--- src/source/controlConsts.svh ---
`ifndef CONTROL_CONSTS_SVH
`define CONTROL_CONSTS_SVH

// wait lengths in cycles.
`define MEM_WAIT_CYCLES 2'd1
`define COMPARE_WAIT_CYCLES 2'd2

`define IORD_W 2
`define ALUSRCB_W 2
`define PCSRC_W 2
`define REGDST_W 2
`define MEMTOREG_W 3

// memory address select.
`define IORD_PC 2'd0
`define IORD_ALUOUT 2'd1
`define IORD_VEC_OPCODE 2'd2
`define IORD_VEC_OVERFLOW 2'd3

`define ALUSRCA_PC 1'b0
`define ALUSRCA_REGA 1'b1

`define ALUSRCB_REGB 2'd0
`define ALUSRCB_FOUR 2'd1
`define ALUSRCB_IMM 2'd2

`define PCSRC_JUMP 2'd0
`define PCSRC_ALU 2'd1
`define PCSRC_BRANCH 2'd2

`define REGDST_RT 2'd0
`define REGDST_RD 2'd1
`define REGDST_RA 2'd2

// register write data select.
`define MEMTOREG_ALUOUT 3'd0
`define MEMTOREG_MDR 3'd1
`define MEMTOREG_PC 3'd2
`define MEMTOREG_ONE 3'd3
`define MEMTOREG_ZERO 3'd4

`endif

--- src/source/controlPkg.sv ---
package controlPkg;

	typedef enum logic [5:0] {
		opRtype = 6'h00,
		opJ = 6'h02,
		opJal = 6'h03,
		opBeq = 6'h04,
		opBne = 6'h05,
		opBle = 6'h06,
		opBgt = 6'h07,
		opAddi = 6'h08,
		opAddiu = 6'h09,
		opSlti = 6'h0a,
		opLw = 6'h23,
		opSw = 6'h2b
	} opcode_t;

	// funct field, meaningful under opRtype only.
	typedef enum logic [5:0] {
		fnJr = 6'h08,
		fnBreak = 6'h0d,
		fnAdd = 6'h20,
		fnSub = 6'h22,
		fnAnd = 6'h24,
		fnSlt = 6'h2a
	} funct_t;

	typedef enum logic [4:0] {
		kindAdd, kindSub, kindAnd, kindSlt,
		kindAddi, kindAddiu, kindSlti,
		kindBeq, kindBne, kindBle, kindBgt,
		kindJ, kindJal, kindJr,
		kindLw, kindSw,
		kindBreak, kindInvalid
	} instrKind_t;

	typedef enum logic [2:0] {
		aluAdd = 3'b001,
		aluSub = 3'b010,
		aluAnd = 3'b011,
		aluCompare = 3'b111 // sets the compare flags.
	} aluOp_t;

	typedef enum logic [4:0] {
		fetchAddr, fetchWait, pcUpdate, irLoad, operandLoad, decode,
		aluExec, aluWrite, compareWait, setWrite, branchTake,
		jump, jalLink, jalJump, jumpReg,
		memAddr, memRead, memWait, mdrLoad, loadWrite, storeWrite,
		trapEntry, trapWait, trapLoad, trapJump,
		halt
	} ctrlState_t;

endpackage

--- src/source/opcodeDecoder.sv ---
`timescale 1ns/100ps

module opcodeDecoder (
	input controlPkg::opcode_t opcode,
	input controlPkg::funct_t funct,
	output controlPkg::instrKind_t instrKind
);

	always_comb begin
		case (opcode)
			controlPkg::opRtype: begin
				case (funct)
					controlPkg::fnAdd: instrKind = controlPkg::kindAdd;
					controlPkg::fnSub: instrKind = controlPkg::kindSub;
					controlPkg::fnAnd: instrKind = controlPkg::kindAnd;
					controlPkg::fnSlt: instrKind = controlPkg::kindSlt;
					controlPkg::fnJr: instrKind = controlPkg::kindJr;
					controlPkg::fnBreak: instrKind = controlPkg::kindBreak;
					default: instrKind = controlPkg::kindInvalid; // unknown funct traps too.
				endcase
			end
			controlPkg::opAddi: instrKind = controlPkg::kindAddi;
			controlPkg::opAddiu: instrKind = controlPkg::kindAddiu;
			controlPkg::opSlti: instrKind = controlPkg::kindSlti;
			controlPkg::opBeq: instrKind = controlPkg::kindBeq;
			controlPkg::opBne: instrKind = controlPkg::kindBne;
			controlPkg::opBle: instrKind = controlPkg::kindBle;
			controlPkg::opBgt: instrKind = controlPkg::kindBgt;
			controlPkg::opJ: instrKind = controlPkg::kindJ;
			controlPkg::opJal: instrKind = controlPkg::kindJal;
			controlPkg::opLw: instrKind = controlPkg::kindLw;
			controlPkg::opSw: instrKind = controlPkg::kindSw;
			default: instrKind = controlPkg::kindInvalid;
		endcase
	end

endmodule

--- src/source/controlSequencer.sv ---
`timescale 1ns/100ps

`include "controlConsts.svh"

module controlSequencer (
	input logic clock,
	input logic reset,
	input controlPkg::instrKind_t instrKind,
	input logic zero,
	input logic overflow,
	input logic greater,
	input logic less,
	output controlPkg::ctrlState_t state,
	output controlPkg::instrKind_t currentKind
);

	controlPkg::ctrlState_t nextState;
	logic [1:0] waitCount;
	logic [1:0] waitLength;
	logic inWait;
	logic waitDone;
	logic branchTaken;
	logic trapsOnOverflow;

	assign inWait = state inside {controlPkg::memWait, controlPkg::trapWait,
		controlPkg::compareWait};
	assign waitLength = (state == controlPkg::compareWait) ? `COMPARE_WAIT_CYCLES
		: `MEM_WAIT_CYCLES;
	assign waitDone = waitCount == (waitLength - 2'd1);

	// only add, sub and addi trap on overflow.
	assign trapsOnOverflow = currentKind inside {controlPkg::kindAdd, controlPkg::kindSub,
		controlPkg::kindAddi};

	always_comb begin
		case (currentKind)
			controlPkg::kindBeq: branchTaken = zero;
			controlPkg::kindBne: branchTaken = !zero;
			controlPkg::kindBle: branchTaken = !greater;
			controlPkg::kindBgt: branchTaken = greater;
			default: branchTaken = 1'b0;
		endcase
	end

	always_comb begin
		nextState = state;
		case (state)
			controlPkg::fetchAddr: nextState = controlPkg::fetchWait;
			controlPkg::fetchWait: nextState = controlPkg::pcUpdate;
			controlPkg::pcUpdate: nextState = controlPkg::irLoad;
			controlPkg::irLoad: nextState = controlPkg::operandLoad;
			controlPkg::operandLoad: nextState = controlPkg::decode;
			controlPkg::decode: begin
				case (instrKind)
					controlPkg::kindJ: nextState = controlPkg::jump;
					controlPkg::kindJal: nextState = controlPkg::jalLink;
					controlPkg::kindJr: nextState = controlPkg::jumpReg;
					controlPkg::kindLw,
					controlPkg::kindSw: nextState = controlPkg::memAddr;
					controlPkg::kindBreak: nextState = controlPkg::halt;
					controlPkg::kindInvalid: nextState = controlPkg::trapEntry;
					default: nextState = controlPkg::aluExec; // alu, set-less and branches.
				endcase
			end
			controlPkg::aluExec: begin
				if (trapsOnOverflow && overflow)
					nextState = controlPkg::trapEntry;
				else if (currentKind inside {controlPkg::kindAdd, controlPkg::kindSub,
					controlPkg::kindAnd, controlPkg::kindAddi, controlPkg::kindAddiu})
					nextState = controlPkg::aluWrite;
				else
					nextState = controlPkg::compareWait;
			end
			controlPkg::compareWait: begin
				if (waitDone) begin
					if (currentKind inside {controlPkg::kindSlt, controlPkg::kindSlti})
						nextState = controlPkg::setWrite;
					else if (branchTaken)
						nextState = controlPkg::branchTake;
					else
						nextState = controlPkg::fetchAddr;
				end
			end
			controlPkg::jalLink: nextState = controlPkg::jalJump;
			controlPkg::memAddr: begin
				nextState = (currentKind == controlPkg::kindLw) ? controlPkg::memRead
					: controlPkg::storeWrite;
			end
			controlPkg::memRead: nextState = controlPkg::memWait;
			controlPkg::memWait: if (waitDone) nextState = controlPkg::mdrLoad;
			controlPkg::mdrLoad: nextState = controlPkg::loadWrite;
			controlPkg::trapEntry: nextState = controlPkg::trapWait;
			controlPkg::trapWait: if (waitDone) nextState = controlPkg::trapLoad;
			controlPkg::trapLoad: nextState = controlPkg::trapJump;
			controlPkg::halt: nextState = controlPkg::halt;
			default: nextState = controlPkg::fetchAddr; // single-cycle closing states.
		endcase
	end

	always_ff @(posedge clock) begin
		if (reset) begin
			state <= controlPkg::fetchAddr;
			currentKind <= controlPkg::kindInvalid;
			waitCount <= 2'd0;
		end else begin
			state <= nextState;
			if (state == controlPkg::decode)
				currentKind <= instrKind; // opcode is only valid around decode.
			if (inWait && !waitDone)
				waitCount <= waitCount + 2'd1;
			else
				waitCount <= 2'd0;
		end
	end

	waitBound: assert property (@(posedge clock) disable iff (reset)
		waitCount < ((`MEM_WAIT_CYCLES > `COMPARE_WAIT_CYCLES) ? `MEM_WAIT_CYCLES
		: `COMPARE_WAIT_CYCLES));

	haltSticky: assert property (@(posedge clock) disable iff (reset)
		state == controlPkg::halt |=> state == controlPkg::halt);

	noRefetch: assert property (@(posedge clock) disable iff (reset)
		state == controlPkg::decode |=> !(state inside {controlPkg::fetchAddr,
		controlPkg::fetchWait, controlPkg::pcUpdate, controlPkg::irLoad,
		controlPkg::operandLoad, controlPkg::decode}));

	// datapath compare flags are exclusive once settled.
	flagsSettled: assert property (@(posedge clock) disable iff (reset)
		state == controlPkg::compareWait && waitDone |-> !(greater && less));

endmodule

--- src/source/strobeDecoder.sv ---
`timescale 1ns/100ps

`include "controlConsts.svh"

module strobeDecoder (
	input controlPkg::ctrlState_t state,
	input controlPkg::instrKind_t currentKind,
	input logic less,
	output logic [`IORD_W-1:0] iorD,
	output logic aluSrcA,
	output logic [`ALUSRCB_W-1:0] aluSrcB,
	output controlPkg::aluOp_t aluOp,
	output logic [`PCSRC_W-1:0] pcSource,
	output logic aluOrMem,
	output logic [`REGDST_W-1:0] regDst,
	output logic [`MEMTOREG_W-1:0] memToReg,
	output logic signExtend,
	output logic memWrite,
	output logic irWrite,
	output logic pcWrite,
	output logic regWrite,
	output logic aWrite,
	output logic bWrite,
	output logic aluOutWrite,
	output logic mdrWrite,
	output logic epcWrite
);

	logic isRtype;
	logic isImmediate;
	controlPkg::aluOp_t execOp;
	logic [`IORD_W-1:0] trapVector;

	always_comb begin
		isRtype = currentKind inside {controlPkg::kindAdd, controlPkg::kindSub,
			controlPkg::kindAnd, controlPkg::kindSlt};
		isImmediate = currentKind inside {controlPkg::kindAddi, controlPkg::kindAddiu,
			controlPkg::kindSlti};
		case (currentKind)
			controlPkg::kindSub, controlPkg::kindBeq, controlPkg::kindBne: execOp = controlPkg::aluSub;
			controlPkg::kindAnd: execOp = controlPkg::aluAnd;
			controlPkg::kindSlt, controlPkg::kindSlti,
			controlPkg::kindBle, controlPkg::kindBgt: execOp = controlPkg::aluCompare;
			default: execOp = controlPkg::aluAdd;
		endcase
		trapVector = (currentKind == controlPkg::kindInvalid) ? `IORD_VEC_OPCODE
			: `IORD_VEC_OVERFLOW;
	end

	always_comb begin
		iorD = `IORD_PC;
		aluSrcA = `ALUSRCA_PC;
		aluSrcB = `ALUSRCB_FOUR;
		aluOp = controlPkg::aluAdd;
		pcSource = `PCSRC_ALU;
		aluOrMem = 1'b0;
		regDst = `REGDST_RT;
		memToReg = `MEMTOREG_ALUOUT;
		signExtend = 1'b0;
		memWrite = 1'b0;
		irWrite = 1'b0;
		pcWrite = 1'b0;
		regWrite = 1'b0;
		aWrite = 1'b0;
		bWrite = 1'b0;
		aluOutWrite = 1'b0;
		mdrWrite = 1'b0;
		epcWrite = 1'b0;
		case (state)
			controlPkg::pcUpdate: pcWrite = 1'b1; // pc + 4.
			controlPkg::irLoad: begin
				irWrite = 1'b1;
				mdrWrite = 1'b1;
			end
			controlPkg::operandLoad: begin
				aWrite = 1'b1;
				bWrite = 1'b1;
				// branch target into aluOut ahead of decode.
				aluSrcB = `ALUSRCB_IMM;
				signExtend = 1'b1;
				aluOutWrite = 1'b1;
			end
			controlPkg::aluExec, controlPkg::compareWait: begin
				aluSrcA = `ALUSRCA_REGA;
				aluSrcB = isImmediate ? `ALUSRCB_IMM : `ALUSRCB_REGB;
				signExtend = isImmediate;
				aluOp = execOp;
				// branches keep the target held in aluOut.
				aluOutWrite = (state == controlPkg::aluExec) && !(currentKind inside
					{controlPkg::kindBeq, controlPkg::kindBne, controlPkg::kindBle,
					controlPkg::kindBgt});
			end
			controlPkg::aluWrite: begin
				regWrite = 1'b1;
				regDst = isRtype ? `REGDST_RD : `REGDST_RT;
			end
			controlPkg::setWrite: begin
				regWrite = 1'b1;
				regDst = isRtype ? `REGDST_RD : `REGDST_RT;
				memToReg = less ? `MEMTOREG_ONE : `MEMTOREG_ZERO;
			end
			controlPkg::branchTake: begin
				pcSource = `PCSRC_BRANCH;
				pcWrite = 1'b1;
			end
			controlPkg::jump, controlPkg::jalJump: begin
				pcSource = `PCSRC_JUMP;
				pcWrite = 1'b1;
			end
			controlPkg::jalLink: begin
				regWrite = 1'b1;
				regDst = `REGDST_RA;
				memToReg = `MEMTOREG_PC;
			end
			controlPkg::jumpReg: begin
				aluSrcA = `ALUSRCA_REGA;
				aluSrcB = `ALUSRCB_REGB; // rt is $zero for jr.
				pcWrite = 1'b1;
			end
			controlPkg::memAddr: begin
				aluSrcA = `ALUSRCA_REGA;
				aluSrcB = `ALUSRCB_IMM;
				signExtend = 1'b1;
				aluOutWrite = 1'b1;
			end
			controlPkg::memRead, controlPkg::memWait: iorD = `IORD_ALUOUT;
			controlPkg::mdrLoad: begin
				iorD = `IORD_ALUOUT;
				mdrWrite = 1'b1;
			end
			controlPkg::loadWrite: begin
				regWrite = 1'b1;
				memToReg = `MEMTOREG_MDR;
			end
			controlPkg::storeWrite: begin
				iorD = `IORD_ALUOUT;
				memWrite = 1'b1;
			end
			controlPkg::trapEntry: begin
				iorD = trapVector;
				aluOp = controlPkg::aluSub; // epc gets pc - 4.
				epcWrite = 1'b1;
			end
			controlPkg::trapWait: iorD = trapVector;
			controlPkg::trapLoad: begin
				iorD = trapVector;
				mdrWrite = 1'b1;
			end
			controlPkg::trapJump: begin
				aluOrMem = 1'b1; // handler address from the vector byte.
				pcWrite = 1'b1;
			end
			default: ; // fetchAddr, fetchWait, decode and halt drive nothing.
		endcase
	end

endmodule

--- src/source/controlUnit.sv ---
`timescale 1ns/100ps

`include "controlConsts.svh"

module controlUnit (
	input logic clock,
	input logic reset,
	input controlPkg::opcode_t opcode,
	input controlPkg::funct_t funct,
	input logic zero,
	input logic overflow,
	input logic greater,
	input logic less,
	output logic [`IORD_W-1:0] iorD,
	output logic aluSrcA,
	output logic [`ALUSRCB_W-1:0] aluSrcB,
	output controlPkg::aluOp_t aluOp,
	output logic [`PCSRC_W-1:0] pcSource,
	output logic aluOrMem,
	output logic [`REGDST_W-1:0] regDst,
	output logic [`MEMTOREG_W-1:0] memToReg,
	output logic signExtend,
	output logic memWrite,
	output logic irWrite,
	output logic pcWrite,
	output logic regWrite,
	output logic aWrite,
	output logic bWrite,
	output logic aluOutWrite,
	output logic mdrWrite,
	output logic epcWrite
);

	controlPkg::instrKind_t instrKind;
	controlPkg::instrKind_t currentKind;
	controlPkg::ctrlState_t state;

	opcodeDecoder decoder (
		.opcode(opcode),
		.funct(funct),
		.instrKind(instrKind)
	);

	controlSequencer sequencer (
		.clock(clock),
		.reset(reset),
		.instrKind(instrKind),
		.zero(zero),
		.overflow(overflow),
		.greater(greater),
		.less(less),
		.state(state),
		.currentKind(currentKind)
	);

	strobeDecoder strobes (
		.state(state),
		.currentKind(currentKind),
		.less(less),
		.iorD(iorD),
		.aluSrcA(aluSrcA),
		.aluSrcB(aluSrcB),
		.aluOp(aluOp),
		.pcSource(pcSource),
		.aluOrMem(aluOrMem),
		.regDst(regDst),
		.memToReg(memToReg),
		.signExtend(signExtend),
		.memWrite(memWrite),
		.irWrite(irWrite),
		.pcWrite(pcWrite),
		.regWrite(regWrite),
		.aWrite(aWrite),
		.bWrite(bWrite),
		.aluOutWrite(aluOutWrite),
		.mdrWrite(mdrWrite),
		.epcWrite(epcWrite)
	);

endmodule

--- config.mk ---
export PLATFORM = sky130hd
export DESIGN_NAME = controlUnit
export DESIGN_NICKNAME = d
export VERILOG_FILES = /design/src/source/controlPkg.sv /design/src/source/opcodeDecoder.sv /design/src/source/controlSequencer.sv /design/src/source/strobeDecoder.sv /design/src/source/controlUnit.sv
export VERILOG_INCLUDE_DIRS = /design/src /design/src/source
export SDC_FILE = /design/constraint.sdc
export NUM_CORES = 1
export LEC_CHECK = 0
export BUFFER_PORTS_ARGS = -buffer_cell sky130_fd_sc_hd__buf_2
export CAP_MARGIN = 30
export CORE_UTILIZATION = 60
export DETAILED_ROUTE_END_ITERATION = 8
export PLACE_DENSITY = 0.87
export SETUP_SLACK_MARGIN = 0.15
export SYNTH_ARGS = -nofsm -noshare
export SYNTH_HDL_FRONTEND = slang
export SYNTH_SLANG_ARGS = --single-unit
--- constraint.sdc ---
create_clock -name clock -period 4.7 [get_ports clock]
set_clock_uncertainty 0.2 [all_clocks]
set_input_delay 0.94 -clock clock [delete_from_list [all_inputs] [get_ports clock]]
set_output_delay 0.94 -clock clock [all_outputs]
set_load 0.01 [all_outputs]
-- Word level (Yosys, flattened, before mapping)
Memories as Yosys holds them, arrays and structs flattened. A register that Yosys moved wholly into a read port is not among the register bits.
Index checks and enable logic that the tools add are counted.
- register bits after elaboration: 12
- bits in latches: 0
- memory bits (writable): 0
- bits in read-only memories: 48
- bits of input ports: 18
- output and inout bits: 26
- word-level logic and storage cells: 140
- memories: 1
- memory list (name ; words ; width ; rd ports ; clocked after Yosys merged registers in ; write ports ; RTL line ; RTL):
    (name not given) ; 16 ; 3 ; 1 ; 1 ; 0 ; strobeDecoder.sv:39 ; case (currentKind)
- add/sub/neg operators: 2
- $mul: 0
- divide/modulo/power cells: 0
- $lt $le $gt $ge: 0
- eq/ne operators: 65
- shifts and indexed selects: 0
- multiplexer cells: 38
- bitwise logic cells: 1
- reduce and logical (&&, ||, !) cells: 30
- operator list (kind ; count):
    5-bit by 4-bit == test with 1-bit output, second input constant ; 17
    5-bit case mux with 17 select lines ; 1
    5-bit == test, second input constant ; 13
    5-bit case mux with 12 select lines ; 1
    5-bit case mux with 6 select lines ; 2
    5-bit by 3-bit == test with 1-bit output, second input constant ; 8
    6-bit == test, second input constant ; 6
    6-bit by 4-bit == test with 1-bit output, second input constant ; 5
    5-bit two-way mux ; 5
    6-bit by 3-bit == test with 1-bit output, second input constant ; 4
    5-bit by 2-bit == test with 1-bit output, second input constant ; 4
    4-bit two-way mux ; 4
    6-bit by 2-bit == test with 1-bit output, second input constant ; 2
    2-bit case mux with 2 select lines ; 3
    2-bit OR reduction ; 6
    4-bit OR reduction ; 3
    1-bit two-way mux ; 11
    5-bit by 1-bit == test with 1-bit output, second input constant ; 2
    5-bit logical NOT ; 2
    3-bit two-way mux ; 3
    3-bit case mux with 3 select lines ; 1
    3-bit nonzero test ; 3
    4-bit nonzero test ; 2
    6-bit logical NOT ; 1
    other kinds (17) ; 27

-- Longest topological paths before layout
- word-level depth: 8
- mapped depth: 11

-- Cells and area by module
Synthesis repeated with hierarchy kept, for this count alone.
- cells, all modules: 292
- area total of the unflattened synthesis: 2092.0 um^2
- modules (own cells, without submodules) (module ; instances ; cells an instance ; area an instance (um^2) ; seq. area each (um^2)):
    controlSequencer ; 1 ; 145 ; 1078.5 ; 240.2
    strobeDecoder ; 1 ; 97 ; 694.4 ; 0.0
    opcodeDecoder ; 1 ; 50 ; 319.1 ; 0.0

-- Least setup slack after synthesis
No wires, ideal clock.
- path kind: input to register
- start: input port opcode[0]
- end: register with a tool-made name
- library setup time: 70 ps
- data arrival time: 2765 ps
- data required time: 4430 ps
- setup slack: 1665 ps
- cell stages on the path: 9
- path buffers: 1
- cell sequence: buf_2 -> nor4_2 -> and2_1 -> a41oi_1 -> a21oi_1 -> inv_1 -> ha_1 -> mux2_1 -> o2bb2ai_1
- RTL lines (item ; RTL line ; RTL):
    from (decl) ; controlUnit.sv:8 ; input controlPkg::opcode_t opcode,

-- Worst setup path after layout
- start: register sequencer.state[2]
- end: output port aluOp[2]
- cells in the longest elaborated chain, start to end: 3
- ends and longest elaborated chain (item ; RTL line ; RTL):
    from (decl) ; controlSequencer.sv:13 ; output controlPkg::ctrlState_t state,
    from (signal assigned) ; controlSequencer.sv:102 ; state <= controlPkg::fetchAddr;
    from (signal assigned) ; controlSequencer.sv:106 ; state <= nextState;
    5-bit by 3-bit == test with 1-bit output / 5-bit by 4-bit == test with 1-bit output (equally long branches) ; strobeDecoder.sv:69 ; case (state)
    2-bit OR reduction ; strobeDecoder.sv:69 ;
    3-bit case mux with 2 select lines (*) ; strobeDecoder.sv:69 ;
    to (decl) ; controlUnit.sv:17 ; output controlPkg::aluOp_t aluOp,
Every way passes the cells marked *; elsewhere a longest branch is shown, timed or not.

==> flow_summary_export.csv <==
group,metric,value,unit
clocking,cts_root_buffer,"clkbuf_4",
timing,slew_headroom,0.398,
drt,drt-pass1-iter-count,5,
clocking,post_cts_buffers,0,
clocking,numCtsBuffers,3,
yosys,synth_compound_area_frac,0.367,
yosys,synth_edf_count,0,
status,outcome,"finished, final reports clean",
clocking,cts_tree,"yes",
timing,tightest_slew,901,ps
drt,drtIter0Drc,335,
yosys,synthAdderAreaFrac,0.0313,
global_routing,grt_usage,0.312,
cells_and_area,n_antenna_cell,0,
yosys,ys_seq_area_frac,0.150,
drt,postRouteAntennaNets,0,
timing,finalHoldViolCount,0,
clocking,path_clk_slew,80,ps
yosys,synth.cell_area,2000,µm²
placement,dp_hpwl,3.84,mm
worst_setup_path,path_cells,"nor2b_1, a21oi_1, nor4_1, and2_1, buf_2",
yosys,muxShareOfSynthArea,0.0257,
worst_setup_path,critPathSlowestCell,"dfxtp_1",
yosys,yosys.area_share.simple,0.330,
timing,fin_crit_sh,0.726,
timing,finalSetupViolations,0,
yosys,synth-async-reset-ratio,0,
yosys,syn_nets,311,
yosys,yosysUniqueCellTypes,67,
clocking,cts_hold_buf,0,
global_routing,antenna_found_initial,0,
drt,wl,5.29,mm
yosys,synthFlopType,"dfxtp_1",
worst_setup_path,cp-startpoint,"sequencer.state[2]",
drt,routedWlPerCell,14.8,µm
clocking,cts_resized,0,
drt,drt_drc_violations_left,0,
worst_setup_path,cp_data_required_time,3560,ps
yosys,synth_top_family_by_area,"compound AO/OA/AOI/OAI gates",
drt,vias,2317,
floorplanning,start_util,0.644,
global_routing,grt_overflow_total,0,
pwr,cellLeakagePower,0.918,nW
worst_setup_path,end_kind,"output pin",
timing,final_max_slew_viol_count,0,
placement,preCtsSetupSlack,1350,ps
timing,fmax,293,MHz
floorplanning,die-area,3570,µm²
floorplanning,pin_count,44,
global_routing,grt_pass1_vias,1854,
clocking,clk_latency,280,ps
yosys,ys_ff_latch,15,
floorplanning,rows,20,
worst_setup_path,rr_startpoint,"sequencer.state[4]",
worst_setup_path,worstSetupStartpointType,"register",
pwr,p_per_area,151,nW/µm²
cells_and_area,syn2layout_area_growth,10.8,%
timing,rsz0062_at_grt,"false",
run,max_cap_viol_count,0,
hold_path,hp-start,"sequencer.waitCount[0]",
floorplanning,core_area,3100,µm²
yosys,synth_xor_xnor_area_share,0.0175,
clocking,cts_max_path_buffers,2,
clocking,cts_sinks,15,
floorplanning,die_x,59.7,µm
timing,finalSetupTns,0,ps
worst_setup_path,worstPathMaxFanout,13,
worst_setup_path,cp_data_arrival_time,2270,ps
yosys,yosysWarnings,0,
placement,place_congestion,0.936,
clocking,cts-htree-levels,1,
global_routing,grt_max_degree,39,
timing,worst_slack,1290,ps
worst_setup_path,max_stage_delay,640,ps
cells_and_area,num-nets-final,338,
global_routing,grt_pass1_wl,8.69,mm
pwr,ir_drop,0.000204,V
cells_and_area,drive_gt1_frac,0.194,
worst_setup_path,critPathKind,"reg2out",
yosys,syn_avg_cell_area,6.94,µm²
floorplanning,dieHeight,59.7,µm
yosys,synthCells,288,
hold_path,worst_hold_path_type,"reg2reg",
timing,period_minus_slack,3410,ps
drt,viasPerCell,6.47,
placement,io_buffers,43,
-- cells in the final DEF (no fill, tap or decap), drive strengths merged, types with 5 or more instances in the layout --
cell type,Yosys,layout
a21o,6,6
ha,5,5
nand3,8,8
nor3,10,10
a211oi,5,5
nand2,20,20
inv,14,14
o21ai,23,23
nor2b,8,8
a21oi,18,18
dfxtp,15,15
o211ai,5,5
nor2,34,34
buf,8,46
nand2b,11,11
-- per-layer routing --
layer | GRT usage | routed length, µm | up-vias
met4 | 0.0631 | 53 | 0
met1 | 0.470 | 2370 | 1052
met3 | 0.0519 | 463 | 8
li1 | - | - | 1131
met2 | 0.463 | 2400 | 126
met5 | 0 | 0 | -
-- per-stage QoR --
| step | total power, W | std cells | instance area [µm²] | hold slack (ps) | util |
|---|---|---|---|---|---|
| detailed placement | 0.000261 | 354 | 2190 | 274 | 0.705 |
| global placement | 0.000260 | 354 | 2190 | 262 | 0.705 |
| CTS | 0.000334 | 358 | 2210 | 308 | 0.713 |
| finish | 0.000335 | 358 | 2210 | 297 | 0.713 |
| global route | 0.000357 | 358 | 2210 | 321 | 0.713 |
| floorplan | 0.000230 | 288 | 2000 | 244 | - |
-- critical path, delay by kind of cell, from the launching register on --
| kind | cells | cell delay (ps) |
|---|---|---|
| buffers and inverters | 1 | 120 |
| flip-flops | 1 | 640 |
| AO/OA/AOI/OAI | 1 | 180 |
| AND/OR/NAND/NOR | 3 | 1050 |
-- area by class of cell --
cell class                      count  area, µm²
Clock buffer                        4       26.3
Fill cell                         288        890
Inverter                           14       52.6
Multi-Input combinational cell    235       1540
Sequential cell                    15        300
Tap cell                           44       55.1
Timing Repair Buffer               46        238
-- path summary, 6_finish.rpt --
check	depth (start not counted)	endpoint	slack, ps
worst max register to register	8	register	1420
worst max-delay path	5	aluOp[2]	1290
worst min register to register	1	sequencer.waitCount[0]	300
worst min-delay path	1	sequencer.waitCount[0]	300
-- synthesized netlist by cell type, types with 3 or more instances --
| cell type | number | share of area |
|---|---|---|
| nor2_1 | 34 | 0.064 |
| nand2_1 | 20 | 0.038 |
| o21ai_0 | 19 | 0.048 |
| a21oi_1 | 18 | 0.045 |
| clkbuf_1 | 16 | 0.030 |
| dfxtp_1 | 15 | 0.15 |
| inv_1 | 13 | 0.024 |
| nand2b_1 | 11 | 0.034 |
| nor3_1 | 9 | 0.023 |
| nand3_1 | 8 | 0.020 |
| nor2b_1 | 8 | 0.025 |
| a21o_1 | 6 | 0.023 |
| buf_2 | 5 | 0.013 |
| ha_1 | 5 | 0.031 |
| o211ai_1 | 5 | 0.019 |
| and2_1 | 4 | 0.013 |
| mux2i_1 | 4 | 0.020 |
| o21ai_1 | 4 | 0.010 |
| a211oi_1 | 3 | 0.011 |
| a221oi_1 | 3 | 0.013 |
| a2bb2oi_1 | 3 | 0.013 |
| a311oi_1 | 3 | 0.013 |
| and3_1 | 3 | 0.0094 |
| nor4_1 | 3 | 0.0094 |
| xnor2_1 | 3 | 0.013 |
-- cell families (layout without fill, tap and decap cells) --
group           Yosys count  in the layout
compound gates          101            101
xor+xnor                  4              4
fa+ha+maj                 5              5
buf+inv                  38             64
flops                    15             15
mux                       5              5
simple gates            120            120
-- power breakdown --
| group | total [W] | switching, W | internal (W) |
|---|---|---|---|
| clock | 0.0000725 | 0.0000396 | 0.0000329 |
| sequential | 0.000144 | 0.0000126 | 0.000132 |
| combinational | 0.000118 | 0.0000707 | 0.0000474 |
| total | 0.000335 | 0.000123 | 0.000212 |
No activity file was read; power rests on OpenSTA's default activity.
